[src/msx_video_pkg.sv]
// Video output stage shared package: status field layout, crop widths, field types
package msx_video_pkg;

   // ==============================
   // Field types
   // ==============================

   // Aspect choice from the host menu
   typedef enum logic [1:0] {
      ASPECT_ORIGINAL = 2'd0,
      ASPECT_FULL     = 2'd1,
      ASPECT_CUSTOM1  = 2'd2,
      ASPECT_CUSTOM2  = 2'd3
   } aspect_t;

   // Scanline darkening level
   typedef enum logic [1:0] {
      SL_NONE = 2'd0,
      SL_25   = 2'd1,
      SL_50   = 2'd2,
      SL_75   = 2'd3
   } scanline_t;

   // Scaler mode, passed to the scaler unchanged
   typedef enum logic [1:0] {
      SCALE_NORMAL     = 2'd0,
      SCALE_V_INTEGER  = 2'd1,
      SCALE_NARROW_INT = 2'd2,
      SCALE_WIDE_INT   = 2'd3
   } scale_t;

   // ==============================
   // Status word layout
   // ==============================

   // Low bit of each 2-bit field
   localparam int ST_ASPECT   = 1;
   localparam int ST_SCANLINE = 3;
   localparam int ST_SCALE    = 5;
   // Single-bit vertical crop enable
   localparam int ST_VCROP    = 7;

   // ==============================
   // Aspect and size constants
   // ==============================

   localparam logic [11:0] ARX_NORMAL = 12'd400;
   localparam logic [11:0] ARX_WIDE   = 12'd340;
   localparam logic [11:0] ARY_NORMAL = 12'd300;

   localparam int CROP_W = 10;
   localparam int HDMI_W = 12;

endpackage

[src/video_cfg_if.sv]
// Decoded video settings carried from the status register to the crop selector
interface video_cfg_if;
   import msx_video_pkg::*;

   // Menu fields, all plain levels
   aspect_t   aspect;
   scanline_t scanline;
   scale_t    scale;
   logic      vcrop_en;
   // Set when the frame goes through the scandoubler
   logic      scandoubler;

   // Status register side
   modport src (
      output aspect, scanline, scale, vcrop_en, scandoubler
   );

   // Crop selector side
   modport dst (
      input aspect, scanline, scale, vcrop_en, scandoubler
   );

endinterface

[src/video_status_reg.sv]
// Byte-writable 64-bit host settings shadow with video field decode
module video_status_reg (
   input  logic                    CLK_VIDEO,
   input  logic                    arst_n,
   // Host byte write
   input  logic                    status_wr,
   input  logic [2:0]              status_addr,
   input  logic [7:0]              status_data,
   // Scandoubler forced by the host (VGA output)
   input  logic                    forced_scandoubler,
   video_cfg_if.src                cfg,
   output msx_video_pkg::scanline_t vga_sl
);
   import msx_video_pkg::*;

   // ==============================
   // Shadow register
   // ==============================

   // Full settings word, only the low byte is decoded here
   logic [63:0] status;
   // Byte lane offset of the current write
   logic [5:0]  lane_lsb;

   assign lane_lsb = {status_addr, 3'b000};

   // One byte lane per strobe
   always_ff @(posedge CLK_VIDEO or negedge arst_n) begin
      if (!arst_n) begin
         status <= '0;
      end else if (status_wr) begin
         status[lane_lsb +: 8] <= status_data;
      end
   end

   // ==============================
   // Field decode
   // ==============================

   // Decoded fields
   aspect_t   aspect;
   scanline_t scanline;
   scale_t    scale;
   logic      vcrop_en;

   // Plain decode, visible one cycle after the write
   assign aspect   = aspect_t'(status[ST_ASPECT +: 2]);
   assign scanline = scanline_t'(status[ST_SCANLINE +: 2]);
   assign scale    = scale_t'(status[ST_SCALE +: 2]);
   assign vcrop_en = status[ST_VCROP];

   // Onto the config interface
   assign cfg.aspect   = aspect;
   assign cfg.scanline = scanline;
   assign cfg.scale    = scale;
   assign cfg.vcrop_en = vcrop_en;

   // Any scanline effect needs the doubled frame
   assign cfg.scandoubler = forced_scandoubler || (scanline != SL_NONE);

   // Scanline level straight to the video output
   assign vga_sl = scanline;

endmodule

[src/flat_wrapper.sv]
// flat-port wrapper written by rule: the top's interface ports become plain ports
module video_status_reg_flat import msx_video_pkg::*;
  (CLK_VIDEO, arst_n, status_wr, status_addr, status_data, forced_scandoubler, vga_sl, cfg_aspect, cfg_scanline, cfg_scale, cfg_vcrop_en, cfg_scandoubler);
  video_cfg_if cfg_i ();
  input  logic CLK_VIDEO;
  input  logic arst_n;
  input  logic status_wr;
  input  logic [2:0] status_addr;
  input  logic [7:0] status_data;
  input  logic forced_scandoubler;
  output msx_video_pkg::scanline_t vga_sl;
  output wire logic [$bits(cfg_i.aspect)-1:0] cfg_aspect;
  output wire logic [$bits(cfg_i.scanline)-1:0] cfg_scanline;
  output wire logic [$bits(cfg_i.scale)-1:0] cfg_scale;
  output wire logic [$bits(cfg_i.vcrop_en)-1:0] cfg_vcrop_en;
  output wire logic [$bits(cfg_i.scandoubler)-1:0] cfg_scandoubler;
  assign cfg_aspect = cfg_i.aspect;
  assign cfg_scanline = cfg_i.scanline;
  assign cfg_scale = cfg_i.scale;
  assign cfg_vcrop_en = cfg_i.vcrop_en;
  assign cfg_scandoubler = cfg_i.scandoubler;
  video_status_reg u_core (.CLK_VIDEO(CLK_VIDEO), .arst_n(arst_n), .status_wr(status_wr), .status_addr(status_addr), .status_data(status_data), .forced_scandoubler(forced_scandoubler), .cfg(cfg_i), .vga_sl(vga_sl));
endmodule
[config.mk]
export PLATFORM = sky130hd
export DESIGN_NAME = video_status_reg_flat
export DESIGN_NICKNAME = d
export VERILOG_FILES = /design/src/msx_video_pkg.sv /design/src/video_cfg_if.sv /design/src/video_status_reg.sv /design/src/flat_wrapper.sv
export SDC_FILE = /design/constraint.sdc
export NUM_CORES = 1
export LEC_CHECK = 0
export BUFFER_PORTS_ARGS = -buffer_cell sky130_fd_sc_hd__buf_2
export CORE_AREA = 4 4 41 43
export DETAILED_ROUTE_END_ITERATION = 10
export DIE_AREA = 0 0 45 47
export MAX_ROUTING_LAYER = met4
export PLACE_DENSITY_LB_ADDON = 0.05
export SLEW_MARGIN = 0
export SYNTH_ARGS = -nofsm -noshare
export SYNTH_HDL_FRONTEND = slang
export SYNTH_SLANG_ARGS = --single-unit
[constraint.sdc]
create_clock -name CLK_VIDEO -period 1.5 [get_ports CLK_VIDEO]
set_clock_uncertainty 0.05 [all_clocks]
set_input_delay 0.15 -clock CLK_VIDEO [delete_from_list [all_inputs] [get_ports CLK_VIDEO]]
set_output_delay 0.15 -clock CLK_VIDEO [all_outputs]
set_load 0.03 [all_outputs]
==> summary.txt, run 1 <==
Status = complete, no violations
CTS tree = done
Crit path buf inv count = 1
Post-route DRC = 0
XOR/XNOR share of the synthesized area = 0
Clock power share = 0.346
Layout fillers = 147
Total gr overflow = 0
H-Tree Depth = 1
Final instance area = 509 um^2
Synth warnings = 0
Syn Std Cell Area = 347 um^2
CTS max path bufs = 2
Crit end category = output pin
Worst-Skew Late Latency = 0.24 ns
CTS sink cnt = 7
Vias in the first global route = 287
Leakage power = 0.312 nW
Unique masters post-synth = 9
ANT nets after route = 0
CP startpoint kind = flop
Post-placement cell count = 62
Reg clk slew, reported paths = 0.05 ns
Initial cell density of the core = 0.266
Commonest cells after routing, fill and taps aside = buf_2, mux2_2, dfrtp_1
Commonest non-fill, non-tap cell in the layout = buf_2
Syn_nets = 42
Post-Synth Adder-Cell Area = 0.0722
Core ar. = 1300 um^2
Mean Syn Cell Area = 13.9 um^2
FP Rows = 13
Gr usage total = 0.0839
Hold Path Class = in2reg
Flop pwr share = 0.440
Compound-cell area share of the yosys netlist = 0
Internal power = 0.000341 W
Worst Path Required = 1.30 ns
Wire length per cell = 10.9 um
Top flop regs = u_core.status: 7 flops
Comb power frac = 0.214
Initial antenna violation count = 0
Final Hold Fails = 0
Die Wd = 45 um
Power Density = 920 nW/um^2
Sw frac = 0.272
IO Pins = 25
Worst-Margin Slew = 0.219 ns
Finish-stage setup viols = 0
First-pass GRT wire length = 1190 um
GPL Wtd Cong = 0.689
Routed via count = 275
Sequential share of the synthesized area = 0.505
Critical Path Start = u_core.status[4]
Max FO, Critical Path = 4
CP Class = reg2out
Fin crit period = 1.38 ns
Post-synthesis mux area share = 0.227
Largest net degree at the start of global routing = 8
Largest family of logic cells by synthesized area = multiplexers
F_max = 725 MHz
Drt initial violations = 0
DRT Pass-1 Iters = 1
Avg Vias per Cell = 4.10
Largest register FFs = 7
DP Area = 473 um^2
Crit path DAT = 1.18 ns
PortBufs = 23
Psw = 0.000127 W
Worst path slowest cell = dfrtp_1
Worst-path cell chain = or3_1 > buf_2
VDD IR max = 530 uV
Share of cells above drive strength 1 = 0.692
Slew Viols, Final = 0
Post-Synth Simple-Gate Area = 0.119
Largest reg by FF count = u_core.status
Clk root buf = clkbuf_4
Worst hold start = status_data[7]
Die H = 47 um
#FFs+latches synth = 7
Final Cycle Share = 0.920
CTS buffer count = 3
Post-CTS setup buffer count = 0
Layout Nets = 70
Crit path max-delay family = flip-flops
Normalized max-slew margin = 0.853
Setup repair after global routing missed its margin = no
Max stage delay on crit path = 0.39 ns
Final antenna diode count = 0
Non-Filler Instances = 67
MaxCap Viol Count = 0
Die area = 2120 um^2
P&R area growth vs syn = 46.9%
Mapped Cells = 25
R2r startpoint = u_core.status[4]
Final WL = 729 um
## synthesized netlist by cell type (all sizes together)
library cell | instances | share of area
inv | 3 | 0.032
buf | 2 | 0.043
nor2 | 1 | 0.011
nand4 | 1 | 0.061
mux2 | 7 | 0.23
or3 | 1 | 0.018
dfrtp | 7 | 0.51
ha | 2 | 0.072
nor3 | 1 | 0.029
## through the flow
step | hold slack (ns) | util | setup WS [ns] | total power, W | TNS (ns)
3_5_place_dp | -0.0608 | 0.363 | -0.100 | 0.000309 | -0.671
2_1_floorplan | -0.196 | - | 0.105 | 0.000270 | 0
4_1_cts | 0.0752 | 0.391 | 0.0978 | 0.000482 | 0
3_3_place_gp | -0.0651 | 0.363 | -0.0418 | 0.000305 | -0.280
5_1_grt | 0.0751 | 0.391 | 0.0563 | 0.000505 | 0
6_report | 0.0878 | 0.391 | 0.120 | 0.000468 | 0
## cell families after synthesis
kind of cell | after synthesis
adders and majority gates | 2
and+or+nand+nor | 4
DFF | 7
muxes | 7
buffers and inverters | 5
## area by class of cell
cell class                      count  area [um^2]  share of cell area
Sequential cell                     7          175               0.344
Multi-Input combinational cell     13          145               0.285
Timing Repair Buffer               25          133               0.260
Clock buffer                        4         26.3              0.0516
Tap cell                           15         18.8              0.0369
Inverter                            3         11.3              0.0221
## metal layers
metal  vias up  GRT usage  part of all wire
met1       126     0.0791              0.39
li1        137          -                 -
met5         -          -                 0
met3         0     0.0345              0.10
met4         0     0.0526                 0
met2        12      0.141              0.51
## final timing paths
kind	to	slack [ns]	cells after the start
worst min register to register	u_core.status[5]	0.45	1
min in group asynchronous	u_core.status[7]	0.22	2
worst max register to register	u_core.status[4]	0.67	1
worst min-delay path	u_core.status[7]	0.09	2
worst max-delay path	cfg_scandoubler	0.12	2
max in group asynchronous	u_core.status[2]	1.03	2
## power groups by stage
stage	Clock, W	Sequential [W]	Combinational, W
2_1_floorplan	0	0.000231	0.0000389
4_1_cts	0.000173	0.000206	0.000103
3_3_place_gp	0	0.000208	0.0000970
5_1_grt	0.000189	0.000207	0.000109
3_5_place_dp	0	0.000209	0.000100
6_report	0.000162	0.000206	0.000100
## repair_timing
action	in CTS	in global routing
gates resized for setup	0	0
hold buffers	1	0
hold endpoints to repair	7	0
Power figures use the tool's default switching activity.
==> inputs of run 2 (changes only) <==
==> constraint.sdc (replaced) <==
create_clock -name CLK_VIDEO -period 1.3 [get_ports CLK_VIDEO]
set_clock_uncertainty 0.05 [all_clocks]
set_input_delay 0.13 -clock CLK_VIDEO [delete_from_list [all_inputs] [get_ports CLK_VIDEO]]
set_output_delay 0.13 -clock CLK_VIDEO [all_outputs]
set_load 0.03 [all_outputs]
==> summary.txt, run 2 (same netlist as run 1, synthesis figures left out) <==
Initial cell density of the core = 0.266 (unchanged)
Crit path DAT = 1.12 ns (-0.06 ns)
MaxCap Viol Count = 0 (unchanged)
DRT Pass-1 Iters = 2 (+1)
IO Pins = 25 (unchanged)
Status = complete, no violations
Largest reg by FF count = u_core.status
CTS max path bufs = 2 (unchanged)
GPL Wtd Cong = 0.651 (-5.5%)
CTS sink cnt = 7 (unchanged)
Slew Viols, Final = 0 (unchanged)
Clk root buf = clkbuf_4
Max FO, Critical Path = 2 (-2)
Max stage delay on crit path = 0.37 ns (-0.02 ns)
Largest net degree at the start of global routing = 8 (unchanged)
ANT nets after route = 0 (unchanged)
Total gr overflow = 0 (unchanged)
Avg Vias per Cell = 4.14 (+0.94%)
CTS tree = done
R2R depth = 2 (+1)
Hold depth = 2 (unchanged)
Worst-path cell chain = or3_1 > buf_6
Commonest cells after routing, fill and taps aside = buf_2, dfrtp_1, mux2_2
Drt initial violations = 3 (+3)
Core ar. = 1300 um^2 (unchanged)
Routed via count = 290 (+5.5%)
Worst path slowest cell = dfrtp_1
First-pass GRT wire length = 1180 um (-0.59%)
Gr usage total = 0.0829 (-0.00103)
Die Wd = 45 um (unchanged)
Setup WS pre-CTS = -0.209 ns (-0.109 ns)
Layout Nets = 73 (+4.3%)
Power Density = 1010 nW/um^2 (+9.3%)
Leakage power = 0.330 nW (+6.0%)
Reg clk slew, reported paths = 0.05 ns (about the same)
Final antenna diode count = 0 (unchanged)
Normalized max-slew margin = 0.856 (+0.00305)
Final Hold Fails = 0 (unchanged)
Final WL = 769 um (+5.5%)
Crit end category = output pin
Finish-stage setup viols = 0 (unchanged)
Hold Path Class = in2reg
VDD IR max = 474 uV (-10%)
Die area = 2120 um^2 (unchanged)
PortBufs = 23 (unchanged)
CP startpoint kind = flop
Worst setup margin = 0.00291 ns (-0.117 ns)
Top flop regs = u_core.status: 7 flops
Vias in the first global route = 279 (-2.8%)
H-Tree Depth = 1 (unchanged)
P&R area growth vs syn = 62.8%
Final Cycle Share = 0.998
Largest register FFs = 7 (unchanged)
Worst-Margin Slew = 0.214 ns (-0.00455 ns)
Die H = 47 um (unchanged)
Post-route DRC = 0 (unchanged)
Share of cells above drive strength 1 = 0.782 (+0.0895)
Commonest non-fill, non-tap cell in the layout = buf_2
DP HPWL = 675 um
CTS buffer count = 3 (unchanged)
FP Rows = 13 (unchanged)
Fin crit period = 1.30 ns
Wire length per cell = 11.0 um (+0.97%)
Initial antenna violation count = 0 (unchanged)
Worst-Skew Late Latency = 0.24 ns (about the same)
Utilization after layout = 0.434 (+0.0423)
F_max = 771 MHz
CP Class = reg2out
Setup repair after global routing missed its margin = yes
Worst Path Required = 1.12 ns (-0.18 ns)
run 2: worst max-delay path: cells and delay by family, from the launching register on:
| family | cells | cell delay [ns] |
|---|---|---|
| flops | 1 | 0.37 |
| simple gates | 1 | 0.36 |
| buf+inv | 1 | 0.15 |
run 2: report_power, final:
| group | switching [W] | internal, W |
|---|---|---|
| Sequential | 0.00000560 | 0.000231 |
| Clock | 0.0000734 | 0.000117 |
| Combinational | 0.0000772 | 0.0000637 |
| Total | 0.000156 | 0.000411 |
run 2: worst paths after layout:
kind,start,to,slack (ns)
worst max register to register,u_core.status[3],u_core.status[3],0.38
worst min register to register,u_core.status[2],u_core.status[2],0.45
max in group asynchronous,arst_n,u_core.status[6],0.85
min in group asynchronous,arst_n,u_core.status[4],0.20
worst min-delay path,status_data[2],u_core.status[2],0.06
worst max-delay path,u_core.status[3],cfg_scandoubler,0.003
run 2: through the flow:
step           setup TNS (ns)  instances  area (um^2)  power, W  hold slack (ns)
2_1_floorplan               0         25          373  0.000322           -0.216
3_3_place_gp           -0.947         63          507  0.000366          -0.0829
3_5_place_dp            -1.29         63          507  0.000372          -0.0810
4_1_cts               -0.0107         70          564  0.000580           0.0554
5_1_grt               -0.0531         70          564  0.000604           0.0497
6_report                    0         70          564  0.000567           0.0643
run 2: timing repair:
| item | CTS | global route |
|---|---|---|
| endpoints found under the hold margin | 7 | 0 |
| resized for setup | 2 | 0 |
| setup endpoints to repair | 1 | 1 |
| hold buffers | 1 | 0 |
| pin swaps | 1 | 0 |
| setup buffers | 2 | 0 |
run 2: metal layers:
metal / part of all wire / up-vias / track usage
met1: 0.35 / 133 / 0.0878
met4: 0 / 0 / 0.0526
met5: 0 / - / -
met2: 0.55 / 12 / 0.124
li1: - / 145 / -
met3: 0.10 / 0 / 0.0383
run 2: area by class of cell:
| class | instances | area, um^2 |
|---|---|---|
| multi-input cells | 13 | 171 |
| well taps | 15 | 18.8 |
| repair buffers | 28 | 161 |
| inverters | 3 | 11.3 |
| flip-flops and latches | 7 | 175 |
| clock buffers | 4 | 26.3 |
| fillers | 130 | 737 |
==> inputs of run 3 (changes only) <==
==> constraint.sdc (replaced) <==
create_clock -name CLK_VIDEO -period 1.4 [get_ports CLK_VIDEO]
set_clock_uncertainty 0.05 [all_clocks]
set_input_delay 0.14 -clock CLK_VIDEO [delete_from_list [all_inputs] [get_ports CLK_VIDEO]]
set_output_delay 0.14 -clock CLK_VIDEO [all_outputs]
set_load 0.03 [all_outputs]
==> summary.txt, run 3 (same netlist as run 1, synthesis figures left out) <==
Leakage power = 0.319 nW (-3.4%)
Most used routing layer = met2
Crit path DAT = 1.15 ns (+0.03 ns)
Crit end category = output pin
M2 GR Usage = 0.141 (+0.0169)
CP startpoint kind = flop
Worst-Margin Slew = 0.219 ns (+0.00455 ns)
Largest register FFs = 7 (unchanged)
Slew Viols, Final = 0 (unchanged)
Commonest non-fill, non-tap cell in the layout = buf_2
CTS buffer count = 3 (unchanged)
Critical Path Start = u_core.status[3]
DRT Pass-1 Iters = 1 (-1)
Hold Path Class = in2reg
Clk root buf = clkbuf_4
Final WL = 726 um (-5.6%)
R2r startpoint = u_core.status[3]
Non-Filler Instances = 68 (-2.9%)
Share of cells above drive strength 1 = 0.698 (-0.0837)
CP Class = reg2out
Die H = 47 um (unchanged)
ANT nets after route = 0 (unchanged)
CTS max path bufs = 2 (unchanged)
Reg clk slew, reported paths = 0.05 ns (about the same)
Status = complete, no violations
Utilization after layout = 0.402 (-0.0317)
Power Density = 971 nW/um^2 (-3.4%)
Final antenna diode count = 0 (unchanged)
H-Tree Depth = 1 (unchanged)
Core ar. = 1300 um^2 (unchanged)
GPL Wtd Cong = 0.689 (+5.9%)
MaxCap Viol Count = 0 (unchanged)
Final Hold Fails = 0 (unchanged)
Grt met1 use = 0.0791 (-0.00869)
Initial cell density of the core = 0.266 (unchanged)
Top flop regs = u_core.status: 7 flops
Initial antenna violation count = 0 (unchanged)
VDD IR max = 571 uV (+21%)
Sum of negative setup slack = 0 ns (unchanged)
IO Pins = 25 (unchanged)
Largest net degree at the start of global routing = 8 (unchanged)
Finish-stage setup viols = 0 (unchanged)
Routed via count = 279 (-3.8%)
CTS tree = done
Drt initial violations = 0 (-3)
Worst-Skew Late Latency = 0.24 ns (about the same)
Wire length per cell = 10.7 um (-2.8%)
Layout Nets = 71 (-2.7%)
Met3 usage = 0.0345 (-0.00383)
Gr usage total = 0.0839 (+0.00103)
Vias in the first global route = 287 (+2.9%)
Final Cycle Share = 0.957
FP Rows = 13 (unchanged)
First-pass GRT wire length = 1190 um (+0.59%)
Die area = 2120 um^2 (unchanged)
Setup repair after global routing missed its margin = no
PortBufs = 23 (unchanged)
Post-placement cell count = 62 (-1.6%)
Worst hold start = status_data[7]
CTS sink cnt = 7 (unchanged)
P&R area growth vs syn = 50.9%
Max FO, Critical Path = 4 (+2)
Post-route DRC = 0 (unchanged)
Commonest cells after routing, fill and taps aside = buf_2, mux2_2, dfrtp_1
Total gr overflow = 0 (unchanged)
Hold_ws = 0.0778 ns (+0.0134 ns)
Normalized max-slew margin = 0.853 (-0.00305)
Die Wd = 45 um (unchanged)
Fin crit period = 1.34 ns
Worst Path Required = 1.21 ns (+0.09 ns)
Avg Vias per Cell = 4.10 (-0.96%)
F_max = 746 MHz
Largest reg by FF count = u_core.status
[run 3: final timing paths]
path                                     to  slack (ns)  depth (start not counted)
setup / recovery            cfg_scandoubler        0.06                          2
hold / removal             u_core.status[7]        0.08                          2
setup reg to reg           u_core.status[3]        0.57                          1
hold reg to reg            u_core.status[5]        0.45                          1
max in group asynchronous  u_core.status[2]        0.94                          2
min in group asynchronous  u_core.status[7]        0.21                          2
[run 3: cell type report]
type | count | area [um^2]
Clock buffer | 4 | 26.3
Fill cell | 145 | 778
Inverter | 3 | 11.3
Multi-Input combinational cell | 13 | 145
Sequential cell | 7 | 175
Tap cell | 15 | 18.8
Timing Repair Buffer | 26 | 146
[run 3: where the power goes]
group	leakage [nW]	switching [W]	internal [W]
combinational	0.208	0.0000657	0.0000482
sequential	0.0965	0.00000618	0.000214
clock	0.0150	0.0000654	0.000108
total	0.319	0.000137	0.000371
[run 3: timing repair]
item | CTS | global route
hold endpoints to repair | 7 | 0
hold buffers | 1 | 0
buffers inserted | 0 | 1
endpoints found under the setup margin | 0 | 1
resized for setup | 0 | 3
[run 3: critical path: stages, from the launching register on]
cell and delay [ns]:
dfrtp_1 0.40, or3_1 0.36, buf_6 0.15
[run 3: through the flow]
step | total power (W) | area [um^2] | setup WS, ns
global placement | 0.000327 | 473 | -0.132
finish | 0.000508 | 523 | 0.0599
floorplan | 0.000289 | 347 | 0.0154
detailed placement | 0.000332 | 473 | -0.190
global route | 0.000547 | 523 | 0.00700
CTS | 0.000516 | 509 | 0.00781
[run 3: routing by layer]
metal | share of wire | routed length (um) | vias to the layer above
li1 | - | - | 139
met1 | 0.38 | 276 | 128
met2 | 0.52 | 377 | 12
met3 | 0.098 | 71 | 0
met4 | 0 | 0 | 0
met5 | 0 | 0 | -
