File: src/msx_video_pkg.sv
// Video output stage shared package: status field layout, crop widths, field types
package msx_video_pkg;

   // ==============================
   // Field types
   // ==============================

   // Aspect choice from the host menu
   typedef enum logic [1:0] {
      ASPECT_ORIGINAL = 2'd0,
      ASPECT_FULL     = 2'd1,
      ASPECT_CUSTOM1  = 2'd2,
      ASPECT_CUSTOM2  = 2'd3
   } aspect_t;

   // Scanline darkening level
   typedef enum logic [1:0] {
      SL_NONE = 2'd0,
      SL_25   = 2'd1,
      SL_50   = 2'd2,
      SL_75   = 2'd3
   } scanline_t;

   // Scaler mode, passed to the scaler unchanged
   typedef enum logic [1:0] {
      SCALE_NORMAL     = 2'd0,
      SCALE_V_INTEGER  = 2'd1,
      SCALE_NARROW_INT = 2'd2,
      SCALE_WIDE_INT   = 2'd3
   } scale_t;

   // ==============================
   // Status word layout
   // ==============================

   // Low bit of each 2-bit field
   localparam int ST_ASPECT   = 1;
   localparam int ST_SCANLINE = 3;
   localparam int ST_SCALE    = 5;
   // Single-bit vertical crop enable
   localparam int ST_VCROP    = 7;

   // ==============================
   // Aspect and size constants
   // ==============================

   localparam logic [11:0] ARX_NORMAL = 12'd400;
   localparam logic [11:0] ARX_WIDE   = 12'd340;
   localparam logic [11:0] ARY_NORMAL = 12'd300;

   localparam int CROP_W = 10;
   localparam int HDMI_W = 12;

endpackage

File: src/video_cfg_if.sv
// Decoded video settings carried from the status register to the crop selector
interface video_cfg_if;
   import msx_video_pkg::*;

   // Menu fields, all plain levels
   aspect_t   aspect;
   scanline_t scanline;
   scale_t    scale;
   logic      vcrop_en;
   // Set when the frame goes through the scandoubler
   logic      scandoubler;

   // Status register side
   modport src (
      output aspect, scanline, scale, vcrop_en, scandoubler
   );

   // Crop selector side
   modport dst (
      input aspect, scanline, scale, vcrop_en, scandoubler
   );

endinterface

File: src/crop_select.sv
// Vertical crop, wide flag and aspect ratio selection from the HDMI output size
module crop_select (
   input  logic                                CLK_VIDEO,
   input  logic                                arst_n,
   video_cfg_if.dst                            cfg,
   // Reported HDMI mode
   input  logic [msx_video_pkg::HDMI_W-1:0]    hdmi_width,
   input  logic [msx_video_pkg::HDMI_W-1:0]    hdmi_height,
   // To the scaler
   output logic [msx_video_pkg::CROP_W-1:0]    crop_size,
   output logic [12:0]                         video_arx,
   output logic [12:0]                         video_ary,
   output msx_video_pkg::scale_t               scale
);
   import msx_video_pkg::*;

   // ==============================
   // Output shape
   // ==============================

   // Height plus half height, one bit wider to hold the carry
   logic [HDMI_W:0] h_span;
   // Width at least 1.5x height
   logic            is_wide;
   // Tall 4:3 modes that fail the wide test
   logic            is_tall43;

   assign h_span    = {1'b0, hdmi_height} + {2'b00, hdmi_height[HDMI_W-1:1]};
   assign is_wide   = {1'b0, hdmi_width} >= h_span;
   assign is_tall43 = !is_wide && (hdmi_width >= 12'd1440);

   // ==============================
   // Crop lookup
   // ==============================

   logic [CROP_W-1:0] crop_nxt;
   logic              wide_nxt;

   always_comb begin
      crop_nxt = '0;
      wide_nxt = 1'b0;
      // Doubled frames are never cropped
      if (!cfg.scandoubler && is_wide) begin
         case (hdmi_height)
            12'd480:  crop_nxt = 10'd240;
            12'd600: begin
               crop_nxt = 10'd200;
               wide_nxt = cfg.vcrop_en;
            end
            12'd720:  crop_nxt = 10'd240;
            // 256 lines, NTSC shows a few less
            12'd768:  crop_nxt = 10'd256;
            12'd800: begin
               crop_nxt = 10'd200;
               wide_nxt = cfg.vcrop_en;
            end
            12'd1080: crop_nxt = 10'd216;
            12'd1200: crop_nxt = 10'd240;
            default:  crop_nxt = '0;
         endcase
      end else if (!cfg.scandoubler && is_tall43) begin
         // 1920x1440 and 2048x1536
         case (hdmi_height)
            12'd1440: crop_nxt = 10'd240;
            12'd1536: crop_nxt = 10'd256;
            default:  crop_nxt = '0;
         endcase
      end
   end

   // ==============================
   // Aspect selection
   // ==============================

   logic [11:0] arx_nxt;
   logic [11:0] ary_nxt;

   always_comb begin
      if (cfg.aspect == ASPECT_ORIGINAL) begin
         // 200-line crop gets the narrower ratio
         arx_nxt = wide_nxt ? ARX_WIDE : ARX_NORMAL;
         ary_nxt = ARY_NORMAL;
      end else begin
         // Menu index of the scaler preset, ARY zero marks it
         arx_nxt = 12'(cfg.aspect) - 12'd1;
         ary_nxt = '0;
      end
   end

   // Single output stage
   always_ff @(posedge CLK_VIDEO or negedge arst_n) begin
      if (!arst_n) begin
         crop_size <= '0;
         video_arx <= {1'b0, ARX_NORMAL};
         video_ary <= {1'b0, ARY_NORMAL};
         scale     <= SCALE_NORMAL;
      end else begin
         crop_size <= cfg.vcrop_en ? crop_nxt : '0;
         // Bit 12 clear means ratio form
         video_arx <= {1'b0, arx_nxt};
         video_ary <= {1'b0, ary_nxt};
         scale     <= cfg.scale;
      end
   end

endmodule

File: src/flat_wrapper.sv
// flat-port wrapper written by rule: the top's interface ports become plain ports
module crop_select_flat import msx_video_pkg::*;
  (CLK_VIDEO, arst_n, hdmi_width, hdmi_height, crop_size, video_arx, video_ary, scale, cfg_aspect, cfg_scanline, cfg_scale, cfg_vcrop_en, cfg_scandoubler);
  video_cfg_if cfg_i ();
  input  logic CLK_VIDEO;
  input  logic arst_n;
  input  logic [msx_video_pkg::HDMI_W-1:0] hdmi_width;
  input  logic [msx_video_pkg::HDMI_W-1:0] hdmi_height;
  output logic [msx_video_pkg::CROP_W-1:0] crop_size;
  output logic [12:0] video_arx;
  output logic [12:0] video_ary;
  output msx_video_pkg::scale_t scale;
  input wire logic [$bits(cfg_i.aspect)-1:0] cfg_aspect;
  input wire logic [$bits(cfg_i.scanline)-1:0] cfg_scanline;
  input wire logic [$bits(cfg_i.scale)-1:0] cfg_scale;
  input wire logic [$bits(cfg_i.vcrop_en)-1:0] cfg_vcrop_en;
  input wire logic [$bits(cfg_i.scandoubler)-1:0] cfg_scandoubler;
  assign cfg_i.aspect = cfg_aspect;
  assign cfg_i.scanline = cfg_scanline;
  assign cfg_i.scale = cfg_scale;
  assign cfg_i.vcrop_en = cfg_vcrop_en;
  assign cfg_i.scandoubler = cfg_scandoubler;
  crop_select u_core (.CLK_VIDEO(CLK_VIDEO), .arst_n(arst_n), .cfg(cfg_i), .hdmi_width(hdmi_width), .hdmi_height(hdmi_height), .crop_size(crop_size), .video_arx(video_arx), .video_ary(video_ary), .scale(scale));
endmodule
File: config.mk
export PLATFORM = sky130hd
export DESIGN_NAME = crop_select_flat
export DESIGN_NICKNAME = d
export VERILOG_FILES = /design/src/msx_video_pkg.sv /design/src/video_cfg_if.sv /design/src/crop_select.sv /design/src/flat_wrapper.sv
export SDC_FILE = /design/constraint.sdc
export NUM_CORES = 1
export LEC_CHECK = 0
export ABC_AREA = 1
export BUFFER_PORTS_ARGS = -buffer_cell sky130_fd_sc_hd__buf_2
export CORE_ASPECT_RATIO = 2
export CORE_UTILIZATION = 51
export CTS_BUF_LIST = sky130_fd_sc_hd__clkbuf_8
export DETAILED_ROUTE_END_ITERATION = 16
export HOLD_SLACK_MARGIN = 0.05
export PLACE_DENSITY = 0.83
export SYNTH_ARGS = -nofsm -noshare
export SYNTH_HDL_FRONTEND = slang
export SYNTH_SLANG_ARGS = --single-unit
File: constraint.sdc
create_clock -name CLK_VIDEO -period 0.8 [get_ports CLK_VIDEO]
set_input_delay 0.12 -clock CLK_VIDEO [delete_from_list [all_inputs] [get_ports CLK_VIDEO]]
set_output_delay 0.12 -clock CLK_VIDEO [all_outputs]
set_load 0.1 [all_outputs]
==> impl_metrics.prom, run 1 <==
# TYPE chip_impl_metric gauge
chip_impl_info{name="largest_family_of_logic_cells_by_synthesized_area",value="adder cells"} 1
chip_impl_metric{name="synth_area_per_inst",unit="sq um"} 7.408
chip_impl_info{name="synth.top_cells.by_count",value="inv_1, nand2_1, ha_1, buf_4, nor2_1"} 1
chip_impl_metric{name="grt_use_total",unit=""} 0.5877
chip_impl_metric{name="cts_inserted_buffers",unit=""} 3
chip_impl_metric{name="ys_seq_area_frac",unit=""} 0.1763
chip_impl_metric{name="initial_core_util",unit=""} 0.5443
chip_impl_metric{name="die_width",unit="um"} 44.70
chip_impl_metric{name="placement.io_buffers",unit=""} 55
chip_impl_metric{name="gp_congestion",unit=""} 0.8875
chip_impl_info{name="worstEpCategory",value="sequential cell input"} 1
chip_impl_info{name="ys_dominant_reg_cell",value="dfrtp_1"} 1
chip_impl_metric{name="htreeDepth",unit=""} 1
chip_impl_info{name="flow.first_error",value="[ERROR GRT-0232] Routing congestion too high. Check the congestion heatmap in the GUI."} 1
chip_impl_metric{name="place.detailed.hpwl",unit="mm"} 4.881
chip_impl_metric{name="cts_buffer_depth",unit=""} 2
chip_impl_metric{name="synth_warnings",unit=""} 0
chip_impl_metric{name="dp.cells",unit=""} 389
chip_impl_info{name="outcome",value="did not finish"} 1
chip_impl_metric{name="num_rows",unit=""} 30
chip_impl_metric{name="die_h",unit="um"} 87.39
chip_impl_metric{name="yosysUniqueCellTypes",unit=""} 29
chip_impl_metric{name="yosys_reg_bits",unit=""} 13
chip_impl_metric{name="synth_simple_gate_area_frac",unit=""} 0.2402
chip_impl_metric{name="grt_max_degree",unit=""} 14
chip_impl_metric{name="cts_num_sinks",unit=""} 13
chip_impl_info{name="synth_top_cell_by_area",value="ha_1"} 1
chip_impl_metric{name="mappedNetlistArea",unit="sq um"} 1859
chip_impl_metric{name="yosysTopAreaCellShare",unit=""} 0.2557
chip_impl_metric{name="ios",unit=""} 72
chip_impl_metric{name="postSynthCellCount",unit=""} 251
chip_impl_info{name="clockRootBuffer",value="clkbuf_8"} 1
chip_impl_info{name="synthTopCellsByArea",value="ha_1, dfrtp_1, buf_4"} 1
chip_impl_info{name="last-stage-reached",value="5_1_grt"} 1
chip_impl_info{name="globalroute.repair_timing.worst_endpoint",value="u_core.crop_size[5]$_DFF_PN0_/D"} 1
chip_impl_metric{name="synthAdderAreaFrac",unit=""} 0.2665
chip_impl_metric{name="synth_mux_area_frac",unit=""} 0
chip_impl_metric{name="number_of_flops_mapped_to_enable_cells_by_yosys",unit=""} 0
chip_impl_metric{name="synth-compound-area-share",unit=""} 0.08210
chip_impl_metric{name="synthXorXnorAreaFrac",unit=""} 0.04711
chip_impl_metric{name="globalRoute.totalOverflow",unit=""} 14
chip_impl_metric{name="async_reset_ff_frac",unit=""} 1.000
[cell families after synthesis]
family / after synthesis
AND/OR/NAND/NOR: 95
buffers and inverters: 67
adder cells (fa/ha/maj): 39
AO/OA/AOI/OAI: 26
flip-flops: 13
XOR/XNOR: 10
other: 1
[per-stage QoR]
stage / area, sq um / hold slack (ns) / setup TNS (ns) / setup slack (ns)
detailed placement: 2869 / 0.01408 / -14.68 / -1.911
CTS: 3144 / 0.05480 / -17.58 / -1.582
floorplan: 2153 / -0.1756 / -13.08 / -1.443
global placement: 2869 / 0.001884 / -13.58 / -1.760
[metal layers]
metal	track usage	overflow
met1	0.5159	0
met2	0.8516	8
met3	0.2967	0
met4	0.6915	6
met5	0	0
[timing repair]
action                                  CTS
cloned                                    0
buffers inserted                          5
resized for setup                        34
endpoints found under the setup margin   31
pin swaps                                 9
hold buffers                              3
endpoints found under the hold margin    15
==> inputs of run 2 (changes only) <==
CORE_ASPECT_RATIO = not set   (was 2)
CORE_UTILIZATION = 40   (was 51)
CTS_BUF_LIST = not set   (was sky130_fd_sc_hd__clkbuf_8)
HOLD_SLACK_MARGIN = not set   (was 0.05)
PLACE_DENSITY = not set   (was 0.83)
PLACE_DENSITY_LB_ADDON = 0.15   (was not set)
==> run 2 against run 1 <==
The flow now finishes, with violations (setup timing). Area after synthesis is the same. Synthesized cell count unchanged.
==> impl_metrics.prom, run 2 <==
# TYPE chip_impl_metric gauge
chip_impl_info{name="violations_in_the_final_reports",value="setup timing"} 1
chip_impl_metric{name="place.detailed.hpwl",unit="mm"} 3.615
chip_impl_metric{name="grt_max_degree",unit=""} 14
chip_impl_metric{name="detail_routed_via_count_per_cell",unit=""} 4.716
chip_impl_info{name="largestRegisters",value="u_core.crop_size (5), u_core.video_arx (5), u_core.scale (2)"} 1
chip_impl_metric{name="htreeDepth",unit=""} 1
chip_impl_metric{name="routed-wl-met2",unit="mm"} 2.832
chip_impl_info{name="outcome",value="finished, violations left"} 1
chip_impl_info{name="final_cell_mix",value="buf_4, inv_1, nand2_1"} 1
chip_impl_metric{name="peakVddDrop",unit="mV"} 0.5903
chip_impl_metric{name="place_area",unit="sq um"} 2904
chip_impl_info{name="clockRootBuffer",value="clkbuf_8"} 1
chip_impl_metric{name="yosysUniqueCellTypes",unit=""} 29
chip_impl_metric{name="initial_antenna_violation_count",unit=""} 0
chip_impl_metric{name="post-route-worst-setup-slack",unit="ns"} -1.624
chip_impl_metric{name="crit_path_max_incr_delay",unit="ns"} 0.29
chip_impl_metric{name="num_rows",unit=""} 24
chip_impl_metric{name="final.min_clock_period",unit="ns"} 2.424
chip_impl_info{name="critical-path-slowest-cell",value="ha_4"} 1
chip_impl_metric{name="cts_inserted_buffers",unit=""} 3
chip_impl_metric{name="flow.area_growth_from_synthesis",unit="%"} 77.52
chip_impl_metric{name="drv_cap",unit=""} 0
chip_impl_metric{name="cts_buffer_depth",unit=""} 2
chip_impl_metric{name="placeableCoreArea",unit="sq um"} 4414
chip_impl_info{name="clock_tree_from_tritoncts",value="yes"} 1
chip_impl_metric{name="die_h",unit="um"} 70.18
chip_impl_metric{name="synth_warnings",unit=""} 0
chip_impl_metric{name="cp.arrival",unit="ns"} 2.55
chip_impl_metric{name="wl_met3",unit="um"} 167
chip_impl_metric{name="hold_viol_final",unit=""} 0
chip_impl_info{name="type_of_destination_of_the_critical_path",value="register"} 1
chip_impl_metric{name="drt-pass1-iter-count",unit=""} 6
chip_impl_info{name="element_type_at_the_critical_path_start",value="primary input"} 1
chip_impl_metric{name="final.period_utilization",unit=""} 3.031
chip_impl_metric{name="wire_per_inst",unit="um"} 11.82
chip_impl_metric{name="globalRoute.totalOverflow",unit=""} 0
chip_impl_metric{name="post-layout-total-power",unit="mW"} 4.035
chip_impl_metric{name="num-fill-cells",unit=""} 309
chip_impl_info{name="layout.cells.most_common",value="buf_4"} 1
chip_impl_metric{name="number_of_flops_mapped_to_enable_cells_by_yosys",unit=""} 0
chip_impl_info{name="rsz0062_at_grt",value="true"} 1
chip_impl_metric{name="cellLeakagePower",unit="nW"} 1.699
chip_impl_metric{name="die_width",unit="um"} 70.18
chip_impl_metric{name="dp.cells",unit=""} 397
chip_impl_info{name="synth_top_cell_by_area",value="ha_1"} 1
chip_impl_metric{name="route.layer.met1.wl",unit="mm"} 1.815
chip_impl_metric{name="drt-initial-drc-count",unit=""} 48
chip_impl_metric{name="initial_core_util",unit=""} 0.4212
chip_impl_metric{name="grt_use_total",unit=""} 0.1797
chip_impl_metric{name="drc",unit=""} 0
chip_impl_info{name="synthTopCellsByArea",value="ha_1, dfrtp_1, buf_4"} 1
chip_impl_metric{name="gp_congestion",unit=""} 0.8163
chip_impl_metric{name="die_footprint",unit="sq um"} 4925
chip_impl_metric{name="stdcell_count",unit=""} 415
chip_impl_info{name="hold_path_class",value="primary input to register"} 1
chip_impl_metric{name="yosysTopAreaCellShare",unit=""} 0.2557
chip_impl_metric{name="total_via_count_after_detailed_routing",unit=""} 1957
chip_impl_metric{name="max_freq",unit="MHz"} 412.5
chip_impl_info{name="worstSetupPathType",value="primary input to register"} 1
chip_impl_metric{name="ant_nets",unit=""} 0
chip_impl_metric{name="postSynthCellCount",unit=""} 251
chip_impl_info{name="worst_path_cell_chain",value="buf_8 > clkinvlp_4 > ha_4 > buf_6 > nand3_4 > nand2_4 > a21oi_2 > nor2_1 > nor2_1 > xor2_1 > ha_1 > a21oi_2 > nor2_2 > o21bai_4 > nand2_4 > nand3_4 > nand2_4 > nand2_4 > nand2_1"} 1
chip_impl_metric{name="antenna-diode-count",unit=""} 0
chip_impl_metric{name="synth_area_per_inst",unit="sq um"} 7.408
chip_impl_metric{name="timing.setup.tns",unit="ns"} -17.65
chip_impl_info{name="synth.top_cells.by_count",value="inv_1, nand2_1, ha_1, buf_4, nor2_1"} 1
chip_impl_info{name="ys_dominant_reg_cell",value="dfrtp_1"} 1
chip_impl_metric{name="ios",unit=""} 72
chip_impl_metric{name="powerDensity",unit="nW/um^2"} 1223
chip_impl_metric{name="yosys_reg_bits",unit=""} 13
chip_impl_metric{name="design.final.nets",unit=""} 437
chip_impl_metric{name="drt-total-wl",unit="mm"} 4.904
chip_impl_metric{name="final_max_slew_viol_count",unit=""} 0
chip_impl_metric{name="grt_pass1_vias",unit=""} 1849
chip_impl_metric{name="clock_pin_slew_on_the_worst_setup_and_hold_paths",unit="ns"} 0.05
chip_impl_info{name="critical-path-top-cell-by-count",value="nand2_4"} 1
chip_impl_metric{name="async_reset_ff_frac",unit=""} 1.000
chip_impl_info{name="route.top_layer_used",value="met4"} 1
chip_impl_metric{name="ys_seq_area_frac",unit=""} 0.1763
chip_impl_metric{name="mappedNetlistArea",unit="sq um"} 1859
chip_impl_metric{name="cts_num_sinks",unit=""} 13
chip_impl_metric{name="area_of_all_placed_cells_without_fillers",unit="sq um"} 3301
chip_impl_metric{name="final_layout_size_suffix_gt1_frac",unit=""} 0.5096
chip_impl_metric{name="placement.io_buffers",unit=""} 55
chip_impl_metric{name="grt_pass1_wl",unit="mm"} 7.314
chip_impl_metric{name="path_max_fanout",unit=""} 4
chip_impl_metric{name="setup_viol",unit=""} 31
chip_impl_metric{name="worstPathRequired",unit="ns"} 0.92
## run 2: cell type report
cell class	instances	area [sq um]	share of cell area
multi-input combinational	185	1508	0.4568
timing repair buffer	119	1165	0.3529
inverter	42	161.4	0.04890
tap	52	65.06	0.01971
clock buffer	4	45.04	0.01365
sequential	13	356.6	0.1080
## run 2: path summary, 6_finish.rpt
kind | start | to | cells after the start
min | cfg_aspect[0] | u_core.video_arx[0]$_DFF_PN0_ | 2
min in group asynchronous | arst_n | u_core.video_arx[0]$_DFF_PN0_ | 2
max | hdmi_height[2] | u_core.crop_size[7]$_DFF_PN0_ | 19
max in group asynchronous | arst_n | u_core.video_arx[7]$_DFF_PN1_ | 2
## run 2: timing repair
item | CTS | global route
buffers inserted | 4 | 8
pin swaps | 8 | 26
setup endpoints to repair | 31 | 31
hold endpoints to repair | 13 | 0
gates resized for setup | 21 | 30
hold buffers | 3 | 0
## run 2: critical path, delay by kind of cell
family | cells | cell delay (ns)
AND/OR/NAND/NOR | 10 | 0.76
adder cells (fa/ha/maj) | 2 | 0.57
AO/OA/AOI/OAI | 3 | 0.56
buffers and inverters | 3 | 0.33
XOR/XNOR | 1 | 0.19
## run 2: cell families after synthesis
| family | synth area share |
|---|---|
| xor gates and xnor gates | 0.04711 |
| AOI/OAI and AO/OA | 0.08210 |
| DFF | 0.1763 |
| adders and majority gates | 0.2665 |
| and+or+nand+nor | 0.2402 |
| buffers and inverters | 0.1857 |
| other | 0.002017 |
## run 2: metal layers
metal / track usage / vias up
met5: 0 / -
met4: 0.04222 / 0
met3: 0.01876 / 9
met2: 0.3750 / 73
met1: 0.1857 / 897
li1: - / 978
## run 2: per-stage QoR
step                        util  hold WS (ns)  worst slack (ns)
after floorplan                -       -0.1756            -1.443
after global placement    0.6579       0.01243            -1.698
after detailed placement  0.6579       0.01511            -1.791
after CTS                 0.7046       0.05508            -1.454
after global routing      0.7477       0.06120            -1.748
final                     0.7477       0.05896            -1.624
## run 2: where the power goes
| group | switching [mW] | internal [mW] |
|---|---|---|
| Clock | 0.199 | 0.349 |
| Sequential | 0.0457 | 0.704 |
| Combinational | 1.64 | 1.10 |
| Total | 1.88 | 2.16 |
Power figures use the tool's default switching activity.
==> inputs of run 3 (changes only) <==
ABC_AREA = 0   (was 1)
==> run 3 against run 2 <==
The run still ends with setup timing left. Total power shrank 8.1%. Setup slack lost 0.60 ns. First-iteration DRC count shrank 46%. Fmax shrank 20%. Critical path depth shrank 4. Die area shrank 6.6%. Non-clock buffer count shrank 4.
==> impl_metrics.prom, run 3 <==
# TYPE chip_impl_metric gauge
chip_impl_info{name="violations_in_the_final_reports",value="setup timing"} 1
chip_impl_metric{name="num_rows",unit=""} 23
chip_impl_metric{name="antenna-diode-count",unit=""} 0
chip_impl_info{name="synth.most_common_cell",value="ha_1"} 1
chip_impl_metric{name="drv_cap",unit=""} 0
chip_impl_metric{name="routed-wl-met2",unit="mm"} 2.430
chip_impl_info{name="worst_path_cell_chain",value="buf_8 > clkinvlp_4 > ha_4 > o21ai_2 > o21bai_1 > o311a_1 > nor2_1 > xor2_1 > ha_1 > nand4_1 > nor3b_2 > o31ai_1 > a211o_1 > or4_4 > o31a_1"} 1
chip_impl_metric{name="yosysUniqueCellTypes",unit=""} 44
chip_impl_metric{name="route.layer.met1.wl",unit="mm"} 1.822
chip_impl_metric{name="wire_per_inst",unit="um"} 12.63
chip_impl_metric{name="worstPathRequired",unit="ns"} 0.93
chip_impl_metric{name="yosysTopAreaCellShare",unit=""} 0.2744
chip_impl_metric{name="ant_nets",unit=""} 0
chip_impl_metric{name="cts_num_sinks",unit=""} 13
chip_impl_metric{name="total_via_count_after_detailed_routing",unit=""} 1750
chip_impl_metric{name="drt-initial-drc-count",unit=""} 26
chip_impl_metric{name="cp.arrival",unit="ns"} 3.15
chip_impl_metric{name="ys_seq_area_frac",unit=""} 0.1892
chip_impl_info{name="outcome",value="finished, violations left"} 1
chip_impl_metric{name="grt_pass1_vias",unit=""} 1629
chip_impl_metric{name="initial_core_util",unit=""} 0.4241
chip_impl_info{name="clockRootBuffer",value="clkbuf_8"} 1
chip_impl_metric{name="cts_inserted_buffers",unit=""} 3
chip_impl_metric{name="grt_use_total",unit=""} 0.1985
chip_impl_info{name="synth.top_cells.by_count",value="ha_1, buf_4, inv_1, nor2_1, dfrtp_1"} 1
chip_impl_metric{name="grt_pass1_wl",unit="mm"} 6.762
chip_impl_metric{name="register_area",unit="sq um"} 356.6
chip_impl_metric{name="drt-total-wl",unit="mm"} 4.498
chip_impl_metric{name="cts_buffer_depth",unit=""} 2
chip_impl_info{name="type_of_destination_of_the_critical_path",value="register"} 1
chip_impl_metric{name="die_h",unit="um"} 67.82
chip_impl_metric{name="place_area",unit="sq um"} 2800
chip_impl_metric{name="synth_area_per_inst",unit="sq um"} 8.752
chip_impl_metric{name="final_layout_size_suffix_gt1_frac",unit=""} 0.5000
chip_impl_metric{name="num-fill-cells",unit=""} 290
chip_impl_metric{name="ios",unit=""} 72
chip_impl_info{name="final_cell_mix",value="buf_4, ha_1, buf_2"} 1
chip_impl_metric{name="dp.cells",unit=""} 347
chip_impl_metric{name="dp_slack",unit="ns"} -2.737
chip_impl_info{name="rsz0062_at_grt",value="true"} 1
chip_impl_metric{name="htreeDepth",unit=""} 1
chip_impl_metric{name="number_of_flops_mapped_to_enable_cells_by_yosys",unit=""} 0
chip_impl_metric{name="postSynthCellCount",unit=""} 198
chip_impl_metric{name="peakVddDrop",unit="mV"} 0.7133
chip_impl_metric{name="final.period_utilization",unit=""} 3.780
chip_impl_metric{name="wl_met3",unit="um"} 164
chip_impl_info{name="route.top_layer_used",value="met4"} 1
chip_impl_metric{name="crit_path_max_incr_delay",unit="ns"} 0.44
chip_impl_metric{name="final.min_clock_period",unit="ns"} 3.024
chip_impl_metric{name="async_reset_ff_frac",unit=""} 1.000
chip_impl_metric{name="flow.area_growth_from_synthesis",unit="%"} 73.79
chip_impl_metric{name="gp_congestion",unit=""} 0.8105
chip_impl_metric{name="setup_viol",unit=""} 31
chip_impl_metric{name="max_freq",unit="MHz"} 330.7
chip_impl_metric{name="detail_routed_via_count_per_cell",unit=""} 4.916
chip_impl_info{name="synthTopCellsByArea",value="ha_1, dfrtp_1, buf_4"} 1
chip_impl_metric{name="synth_warnings",unit=""} 0
chip_impl_metric{name="grt_max_degree",unit=""} 14
chip_impl_metric{name="placeableCoreArea",unit="sq um"} 4086
chip_impl_metric{name="placement.io_buffers",unit=""} 55
chip_impl_metric{name="drt-pass1-iter-count",unit=""} 5
chip_impl_metric{name="globalRoute.totalOverflow",unit=""} 0
chip_impl_info{name="worstSetupPathType",value="primary input to register"} 1
chip_impl_metric{name="die_footprint",unit="sq um"} 4600
chip_impl_info{name="synth_top_cell_by_area",value="ha_1"} 1
chip_impl_metric{name="path_max_fanout",unit=""} 3
chip_impl_info{name="ys_dominant_reg_cell",value="dfrtp_1"} 1
chip_impl_metric{name="postLayoutCoreUtil",unit=""} 0.7370
chip_impl_metric{name="stdcell_count",unit=""} 356
chip_impl_info{name="layout.cells.most_common",value="buf_4"} 1
chip_impl_metric{name="cellLeakagePower",unit="nW"} 1.460
chip_impl_metric{name="place.detailed.hpwl",unit="mm"} 3.555
chip_impl_info{name="element_type_at_the_critical_path_start",value="primary input"} 1
chip_impl_metric{name="multiInputGateArea",unit="sq um"} 1366
chip_impl_metric{name="worst_hold_slack",unit="ns"} 0.02909
chip_impl_metric{name="drc",unit=""} 0
chip_impl_info{name="largestRegisters",value="u_core.crop_size (5), u_core.video_arx (5), u_core.scale (2)"} 1
chip_impl_metric{name="hold_viol_final",unit=""} 0
chip_impl_metric{name="yosys_reg_bits",unit=""} 13
chip_impl_info{name="clock_tree_from_tritoncts",value="yes"} 1
chip_impl_metric{name="clock_pin_slew_on_the_worst_setup_and_hold_paths",unit="ns"} 0.05
chip_impl_metric{name="design.final.nets",unit=""} 380
chip_impl_metric{name="die_width",unit="um"} 67.82
chip_impl_metric{name="initial_antenna_violation_count",unit=""} 0
chip_impl_info{name="hold_path_class",value="primary input to register"} 1
chip_impl_metric{name="area_of_all_placed_cells_without_fillers",unit="sq um"} 3012
chip_impl_metric{name="powerDensity",unit="nW/um^2"} 1232
chip_impl_info{name="critical-path-slowest-cell",value="or4_4"} 1
chip_impl_metric{name="post-route-worst-setup-slack",unit="ns"} -2.224
chip_impl_metric{name="mappedNetlistArea",unit="sq um"} 1733
chip_impl_metric{name="final_max_slew_viol_count",unit=""} 0
-- run 3: cell types whose count changed after synthesis, moves of 5 or more --
cell	delta
inv_1	-23
a21oi_1	-5
nand3_1	-7
nor2_1	-9
nand2_1	-37
-- run 3: kinds of logic after synthesis --
group           Yosys count  synth area share
buf+inv                  44            0.1495
fa+ha+maj                39            0.2859
compound gates           44            0.1805
flops                    13            0.1892
xor+xnor                  9           0.04549
simple gates             48            0.1473
other cells               1          0.002164
-- run 3: layer usage --
metal	GRT usage	vias up
li1	-	875
met2	0.3886	55
met4	0.07552	0
met1	0.2112	811
met5	0	-
met3	0.02667	9
-- run 3: worst paths after layout --
path | startpoint | endpoint | slack (ns) | cells after the start
max in group asynchronous | arst_n | u_core.video_ary[5]$_DFF_PN1_ | 0.23 | 2
min in group asynchronous | arst_n | u_core.crop_size[8]$_DFF_PN0_ | 0.30 | 2
hold / removal | cfg_aspect[1] | u_core.video_arx[7]$_DFF_PN1_ | 0.03 | 2
setup / recovery | hdmi_height[2] | u_core.crop_size[7]$_DFF_PN0_ | -2.22 | 15
-- run 3: stage by stage --
step,TNS [ns],power [mW]
finish,-21.50,3.710
global route,-22.94,3.937
CTS,-21.71,3.643
detailed placement,-19.38,2.986
global placement,-18.64,2.948
floorplan,-17.96,2.324
-- run 3: what timing repair did --
| action | 4_1_cts | 5_1_grt |
|---|---|---|
| gates resized for setup | 14 | 8 |
| endpoints found under the setup margin | 31 | 31 |
| hold endpoints to repair | 13 | 0 |
| hold buffers | 3 | 0 |
| setup buffers | 0 | 2 |
| pin swaps | 15 | 13 |
-- run 3: area by class of cell --
cell class              instances  share of cell area
clock buffers                   4             0.01496
flip-flops and latches         13              0.1184
multi-input cells             155              0.4537
inverters                      19             0.02493
repair buffers                115              0.3673
well taps                      50             0.02077
-- run 3: power breakdown --
| part | internal, mW | leakage, nW | total, mW | switching, mW |
|---|---|---|---|---|
| registers | 0.702 | 0.150 | 0.746 | 0.0440 |
| logic | 0.967 | 1.29 | 2.39 | 1.43 |
| clock network | 0.351 | 0.0228 | 0.570 | 0.220 |
| total | 2.02 | 1.46 | 3.71 | 1.69 |
-- run 3: worst max-delay path: cells and delay by family --
family | cells | cell delay (ns)
AOI/OAI and AO/OA | 6 | 1.23
and+or+nand+nor | 4 | 0.96
adders and majority gates | 2 | 0.54
buffers and inverters | 2 | 0.22
xor gates and xnor gates | 1 | 0.10
